$ cat src/logic/spiMem_consts.svh
`ifndef SPI_MEM_CONSTS_SVH
`define SPI_MEM_CONSTS_SVH

// width of the address part of the command field.
`define SPI_ADDR_BITS 7

// bits per field, also the data byte width.
`define SPI_DATA_BITS 8

// number of bytes in the memory array.
`define SPI_MEM_DEPTH 128

// clocks a synchronized pin must hold a new level before it is accepted.
`define SPI_FILTER_CYCLES 2

`endif

$ cat src/logic/spiMemPkg.sv
`include "spiMem_consts.svh"

package spiMemPkg;

  // memory address taken from the upper bits of the command field.
  typedef logic [`SPI_ADDR_BITS-1:0] spiAddr;

  // one data byte, also the width of the serial shift register.
  typedef logic [`SPI_DATA_BITS-1:0] spiByte;

  // transaction controller states.
  typedef enum logic [2:0] {
    stateGet,
    stateGot,
    stateRead1,
    stateRead2,
    stateRead3,
    stateWrite1,
    stateWrite2,
    stateDone
  } spiState;

endpackage

$ cat src/logic/dataMemory.sv
`timescale 1ns/1ps
`include "spiMem_consts.svh"

module dataMemory (
  input  logic clk,
  input  logic addressWriteEnable,
  input  logic dmWriteEnable,
  input  spiMemPkg::spiAddr addrIn,
  input  spiMemPkg::spiByte dataIn,
  output spiMemPkg::spiByte dataOut
);

  import spiMemPkg::*;

  spiAddr addrLatch;
  spiByte memArray [`SPI_MEM_DEPTH];

  always_ff @(posedge clk) begin
    if (addressWriteEnable) begin
      addrLatch <= addrIn;
    end
  end

  always_ff @(posedge clk) begin
    if (dmWriteEnable) begin
      memArray[addrLatch] <= dataIn;
    end
  end

  // read runs every clock, so data is ready one clock after the latch.
  always_ff @(posedge clk) begin
    dataOut <= memArray[addrLatch];
  end

endmodule

$ cat src/logic/inputConditioner.sv
`timescale 1ns/1ps
`include "spiMem_consts.svh"

module inputConditioner (
  input  logic clk,
  input  logic rstN,
  input  logic csN,
  input  logic sclk,
  input  logic mosi,
  output logic csCond,
  output logic mosiCond,
  output logic sclkRise,
  output logic sclkFall
);

  localparam int FilterCycles = `SPI_FILTER_CYCLES;
  localparam int CntWidth = $clog2(FilterCycles + 1);
  localparam int NumPins = 3;
  localparam int CsIdx = 2;
  localparam int SclkIdx = 1;
  localparam int MosiIdx = 0;
  // chip select idles high, the others idle low.
  localparam logic [NumPins-1:0] IdleLevels = 3'b100;

  logic [NumPins-1:0] rawPins;
  logic [NumPins-1:0] syncStage1;
  logic [NumPins-1:0] syncStage2;
  logic [NumPins-1:0] condLevel;
  logic [CntWidth-1:0] stableCnt [NumPins];
  logic sclkPrev;

  assign rawPins = {csN, sclk, mosi};

  for (genvar i = 0; i < NumPins; i++) begin : gPin
    always_ff @(posedge clk) begin
      if (!rstN) begin
        syncStage1[i] <= IdleLevels[i];
        syncStage2[i] <= IdleLevels[i];
        condLevel[i] <= IdleLevels[i];
        stableCnt[i] <= '0;
      end else begin
        syncStage1[i] <= rawPins[i];
        syncStage2[i] <= syncStage1[i];
        // a new level must survive the whole count before it is taken.
        if (syncStage2[i] == condLevel[i]) begin
          stableCnt[i] <= '0;
        end else if (stableCnt[i] == CntWidth'(FilterCycles)) begin
          condLevel[i] <= syncStage2[i];
          stableCnt[i] <= '0;
        end else begin
          stableCnt[i] <= stableCnt[i] + 1'b1;
        end
      end
    end
  end

  always_ff @(posedge clk) begin
    if (!rstN) begin
      sclkPrev <= 1'b0;
    end else begin
      sclkPrev <= condLevel[SclkIdx];
    end
  end

  assign csCond = condLevel[CsIdx];
  assign mosiCond = condLevel[MosiIdx];
  // pulses line up with the clock in which the filtered sclk changes.
  assign sclkRise = condLevel[SclkIdx] & ~sclkPrev;
  assign sclkFall = ~condLevel[SclkIdx] & sclkPrev;

endmodule

$ cat src/logic/shiftRegister.sv
`timescale 1ns/1ps
`include "spiMem_consts.svh"

module shiftRegister (
  input  logic clk,
  input  logic rstN,
  input  logic sclkRise,
  input  logic sclkFall,
  input  logic serialIn,
  input  logic srLoad,
  input  spiMemPkg::spiByte parallelIn,
  output spiMemPkg::spiByte parallelOut,
  output logic misoBit
);

  import spiMemPkg::*;

  spiByte shiftData;

  // load wins over a shift in the same clock.
  always_ff @(posedge clk) begin
    if (srLoad) begin
      shiftData <= parallelIn;
    end else if (sclkRise) begin
      shiftData <= {shiftData[`SPI_DATA_BITS-2:0], serialIn};
    end
  end

  // the msb goes out on falling edges so it is stable at the next rise.
  always_ff @(posedge clk) begin
    if (!rstN) begin
      misoBit <= 1'b0;
    end else if (sclkFall) begin
      misoBit <= shiftData[`SPI_DATA_BITS-1];
    end
  end

  assign parallelOut = shiftData;

endmodule

$ cat src/logic/spiFsm.sv
`timescale 1ns/1ps
`include "spiMem_consts.svh"

module spiFsm (
  input  logic clk,
  input  logic rstN,
  input  logic sclkRise,
  input  logic csCond,
  input  logic readWriteBit,
  output logic misoBufferEnable,
  output logic dmWriteEnable,
  output logic addressWriteEnable,
  output logic srLoad
);

  import spiMemPkg::*;

  spiState state;
  logic [3:0] bitCnt;
  logic [3:0] bitCntNext;
  logic countingState;
  logic fieldDone;

  assign countingState = (state == stateGet) || (state == stateRead3) ||
                         (state == stateWrite1);
  assign bitCntNext = bitCnt + 4'd1;
  // true on the rising edge that completes the current field.
  assign fieldDone = sclkRise && (bitCntNext == 4'(`SPI_DATA_BITS));

  // bit counter, restarted at each field boundary.
  always_ff @(posedge clk) begin
    if (!rstN || csCond) begin
      bitCnt <= '0;
    end else if (countingState && sclkRise) begin
      if (fieldDone) begin
        bitCnt <= '0;
      end else begin
        bitCnt <= bitCntNext;
      end
    end
  end

  // chip select high always drops back to waiting for a command.
  always_ff @(posedge clk) begin
    if (!rstN || csCond) begin
      state <= stateGet;
    end else begin
      case (state)
        stateGet: begin
          if (fieldDone) begin
            state <= stateGot;
          end
        end
        stateGot: begin
          if (readWriteBit) begin
            state <= stateRead1;
          end else begin
            state <= stateWrite1;
          end
        end
        stateRead1: begin
          state <= stateRead2;
        end
        stateRead2: begin
          state <= stateRead3;
        end
        stateRead3: begin
          if (fieldDone) begin
            state <= stateDone;
          end
        end
        stateWrite1: begin
          if (fieldDone) begin
            state <= stateWrite2;
          end
        end
        stateWrite2: begin
          state <= stateDone;
        end
        stateDone: begin
          state <= stateDone;
        end
        default: begin
          state <= stateGet;
        end
      endcase
    end
  end

  assign addressWriteEnable = (state == stateGot);
  assign srLoad = (state == stateRead2);
  assign misoBufferEnable = (state == stateRead3);
  assign dmWriteEnable = (state == stateWrite2);

endmodule

$ cat src/logic/spiMemory.sv
`timescale 1ns/1ps
`include "spiMem_consts.svh"

module spiMemory (
  input  logic clk,
  input  logic rstN,
  input  logic csN,
  input  logic sclk,
  input  logic mosi,
  output logic miso,
  output logic misoBufferEnable
);

  logic csCond;
  logic mosiCond;
  logic sclkRise;
  logic sclkFall;
  logic dmWriteEnable;
  logic addressWriteEnable;
  logic srLoad;
  logic readWriteBit;
  spiMemPkg::spiAddr memAddr;
  spiMemPkg::spiByte parallelData;
  spiMemPkg::spiByte memData;

  // command field is address in the upper bits, read flag in bit 0.
  assign memAddr = parallelData[`SPI_DATA_BITS-1:1];
  assign readWriteBit = parallelData[0];

  inputConditioner inputConditioner_i (
    .clk      (clk),
    .rstN     (rstN),
    .csN      (csN),
    .sclk     (sclk),
    .mosi     (mosi),
    .csCond   (csCond),
    .mosiCond (mosiCond),
    .sclkRise (sclkRise),
    .sclkFall (sclkFall)
  );

  spiFsm spiFsm_i (
    .clk                (clk),
    .rstN               (rstN),
    .sclkRise           (sclkRise),
    .csCond             (csCond),
    .readWriteBit       (readWriteBit),
    .misoBufferEnable   (misoBufferEnable),
    .dmWriteEnable      (dmWriteEnable),
    .addressWriteEnable (addressWriteEnable),
    .srLoad             (srLoad)
  );

  shiftRegister shiftRegister_i (
    .clk         (clk),
    .rstN        (rstN),
    .sclkRise    (sclkRise),
    .sclkFall    (sclkFall),
    .serialIn    (mosiCond),
    .srLoad      (srLoad),
    .parallelIn  (memData),
    .parallelOut (parallelData),
    .misoBit     (miso)
  );

  dataMemory dataMemory_i (
    .clk                (clk),
    .addressWriteEnable (addressWriteEnable),
    .dmWriteEnable      (dmWriteEnable),
    .addrIn             (memAddr),
    .dataIn             (parallelData),
    .dataOut            (memData)
  );

endmodule

$ cat config.mk
export PLATFORM = sky130hd
export DESIGN_NAME = spiMemory
export DESIGN_NICKNAME = d
export VERILOG_FILES = /design/src/logic/spiMemPkg.sv /design/src/logic/dataMemory.sv /design/src/logic/inputConditioner.sv /design/src/logic/shiftRegister.sv /design/src/logic/spiFsm.sv /design/src/logic/spiMemory.sv
export VERILOG_INCLUDE_DIRS = /design/src /design/src/logic
export SDC_FILE = /design/constraint.sdc
export NUM_CORES = 1
export LEC_CHECK = 0
export ABC_AREA = 1
export BUFFER_PORTS_ARGS = -buffer_cell sky130_fd_sc_hd__buf_2
export CORE_ASPECT_RATIO = 1.5
export CORE_MARGIN = 1
export CORE_UTILIZATION = 55
export DETAILED_ROUTE_END_ITERATION = 8
export GPL_TIMING_DRIVEN = 1
export PLACE_DENSITY = 0.7
export SETUP_SLACK_MARGIN = 0.4
export SLEW_MARGIN = 30
export SYNTH_ARGS = -nofsm -noshare
export SYNTH_HDL_FRONTEND = slang
export SYNTH_SLANG_ARGS = --single-unit
$ cat constraint.sdc
create_clock -name clk -period 3 [get_ports clk]
set_input_delay 0.15 -clock clk [delete_from_list [all_inputs] [get_ports clk]]
set_output_delay 0.15 -clock clk [all_outputs]
set_load 0.1 [all_outputs]
==> metrics.cfg <==
[flow_run]
maxCapViolations = 0

[finish]
drive_gt1_share_pct = 8.353
fillCellCount = 6392
nets = 4695
area_growth_pct = 12.53
multiInputGateArea_sq_um = 12180
final-seq-area_sq_um = 31900
final_core_util_pct = 62.77
n_antenna_cell = 0

[global_route]
grt.total_usage_pct = 27.10
grt_pass1_vias = 30380
antenna_found_initial = 1
grt_max_degree = 182
overflow = 0
grt_pass1_wl_mm = 172.7

[critical_path]
startpoint_type = flop
cp_max_fo = 93
critical_path_class = flop to flop
crit_arrival_ns = 3.07
cp_cell_sequence = buf_12 -> buf_12 -> buf_16 -> nand2_1 -> nand2_1 -> nand2_1 -> nand2_1 -> nand2_1 -> nand2_1 -> nand2_1 -> nand2_1 -> nor2_2 -> nor2_1 -> nor2_1 -> nand2_1
endpoint_kind = flop
slowest_delay_ns = 0.42
critPathRequiredTime_ns = 3.58
cp_slowest_cell = edfxtp_1
crit_top_cell = nand2_1

[place]
post-dp-hpwl_mm = 64.64
routabilityCongestion = 0.8806
io_buffers = 6

[timing]
timing.setup.tns_ns = 0
relSlewSlack_pct = 35.58
setup_violations = 0
fin_crit_ns = 2.499
drv_slew = 0
max_freq_mhz = 400.1
hold_viol = 0
worst_pin_slew_ns = 0.9664
hold_slack_ns = 0.3391
finalCritPeriodShare_pct = 83.32
rsz0062_at_grt = true
clock_skew_ns = 0.02699

[floorplan]
start_util_pct = 55.78
die_h_um = 354.2
die-area_sq_um = 83850
die_width_um = 236.8
coreArea_sq_um = 81520
ios = 7
rows = 128

[power_and_ir_drop]
ir_drop_mv = 0.4490
p_leak_nw = 21.60
pwr_density_cell_nw_per_um2 = 566.9

[cts]
cts_buffers = 96
tritoncts = built
clock-sinks = 1071
cts_root_buffer = clkbuf_16
clock_path_buffers = 3
htree_levels = 3
clkTransAtPathRegs_ns = 0.07
clk_latency_ns = 0.68

[drt]
vias = 31140
route.detailed.drc = 0
dr.pass1.iters = 6
routed_wl_mm = 113.8
postRouteAntennaNets = 0
vias_per_cell = 5.365
drt_iter0_drc = 2902
wl_per_cell_um = 19.60

[synthesis]
postSynthAreaPerCell_sq_um = 9.976
syn_inst = 4558
ys_ff_latch = 1071
synth-edff-count = 1045
synth_top_cell_by_area = edfxtp_1
synth_most_common_cell = nand2_1
yosysSeqAreaShare_pct = 70.16
synthArstFlopShare_pct = 0
synth_commonest_cells = nand2_1 (2814), edfxtp_1 (1045), nor2_1 (262)
synth_area_leaders = edfxtp_1 (69%), nand2_1 (23%), nor2_1 (2.2%)
synth_ff_type = edfxtp_1
yosysWarnings = 0
netlist_area_sq_um = 45470
synth_top_area_share_pct = 69.01
ys_types = 32

[hold_path]
hold_class = input port to flop

[status]
outcome = complete, no violations

==> placed cells by master, fill, tap and decap left out, types with 4 or more instances in the layout <==
cell           instances
inv_1                 90
clkbuf_1              13
bufinv_16             10
edfxtp_1            1045
o21ai_0               12
conb_1                 6
nor2_2                10
a21oi_1               15
buf_12                21
dfxtp_1               26
ha_1                   5
clkbuf_16            103
buf_2                  6
nand3_1               35
clkinv_1              24
buf_4                198
or2_2                  8
clkinvlp_4             7
or2_0                  4
buf_16                 5
o211ai_1               4
dlygate4sd3_1          7
nor2_1               255
nand2_1             2814
clkinv_2              16
==> area by class of cell <==
| class | instances | area share (%) |
|---|---|---|
| Sequential cell | 1071 | 62.35 |
| Timing Repair inverter | 1 | 0.02201 |
| Clock buffer | 116 | 5.067 |
| Timing Repair Buffer | 240 | 4.338 |
| Clock inverter | 62 | 1.122 |
| Tap cell | 1040 | 2.543 |
| Multi-Input combinational cell | 3181 | 23.80 |
| Inverter | 94 | 0.7605 |
==> critical path: cells and delay by family (launching register included) <==
kind          cells  cell delay, ns
simple gates     12            1.28
buf+inv           3            0.58
flops             1            0.42
==> path summary, 6_finish.rpt <==
kind	from	endpoint	slack, ns	cells after the start
worst max-delay path	dataMemory_i.addrLatch[0]	dataMemory_i.dataOut[7]	0.50	15
worst min-delay path	rstN	inputConditioner_i.syncStage2[0]	0.34	4
worst max register to register	dataMemory_i.addrLatch[0]	dataMemory_i.dataOut[7]	0.50	15
worst min register to register	inputConditioner_i.syncStage1[0]	inputConditioner_i.syncStage2[0]	0.42	2
==> stage by stage <==
step | area [sq um] | total power [mW] | cells | worst slack [ns]
global placement | 47720 | 16.87 | 5610 | 0.3471
global route | 51170 | 29.63 | 5805 | 0.3707
floorplan | 45490 | 16.76 | 4563 | 0.4243
detailed placement | 47720 | 16.88 | 5610 | 0.3332
CTS | 51000 | 29.12 | 5799 | 0.5168
finish | 51170 | 29.01 | 5805 | 0.5005
==> registers in the layout, indices dropped and copies added, names as in the netlist <==
name and count:
dataMemory_i.memArray 1024, dataMemory_i.dataOut 8, shiftRegister_i.parallelOut 8, dataMemory_i.addrLatch 7
inputConditioner_i.stableCnt 6, spiFsm_i.bitCnt 4, inputConditioner_i.syncStage1 3, inputConditioner_i.syncStage2 3
spiFsm_i.state 3, inputConditioner_i.condLevel 1, inputConditioner_i.csCond 1, inputConditioner_i.mosiCond 1
inputConditioner_i.sclkPrev 1, shiftRegister_i.misoBit 1
==> metal layers <==
| layer | share of wire (%) | wire length, um | track usage, % |
|---|---|---|---|
| met1 | 38 | 43310 | 32.85 |
| met2 | 51 | 58130 | 47.51 |
| met3 | 6.3 | 7192 | 3.632 |
| met4 | 4.5 | 5171 | 13.60 |
| met5 | 0 | 0 | 0 |
==> report_power, final <==
part           switching (mW)  internal (mW)
registers              0.0115           16.3
logic                   0.193         0.0363
clock network            5.42           7.02
==> what timing repair did <==
action                                 4_1_cts  5_1_grt
hold buffers                                 7        0
gates cloned                                 0        4
setup buffers                                4        2
setup endpoints to repair                    6       21
endpoints found under the hold margin       17        0
gates resized for setup                      0       11
==> cells by family (layout without fill, tap and decap cells) <==
group	Yosys count	after routing	share of synthesized area [%]
simple gates	3134	3134	26.10
fa+ha+maj	5	5	0.1376
buf+inv	311	513	3.142
flops	1071	1071	70.16
other cells	1	6	0.008247
xor+xnor	2	2	0.03853
compound gates	34	34	0.4155
(Power assumes the default switching activity.)
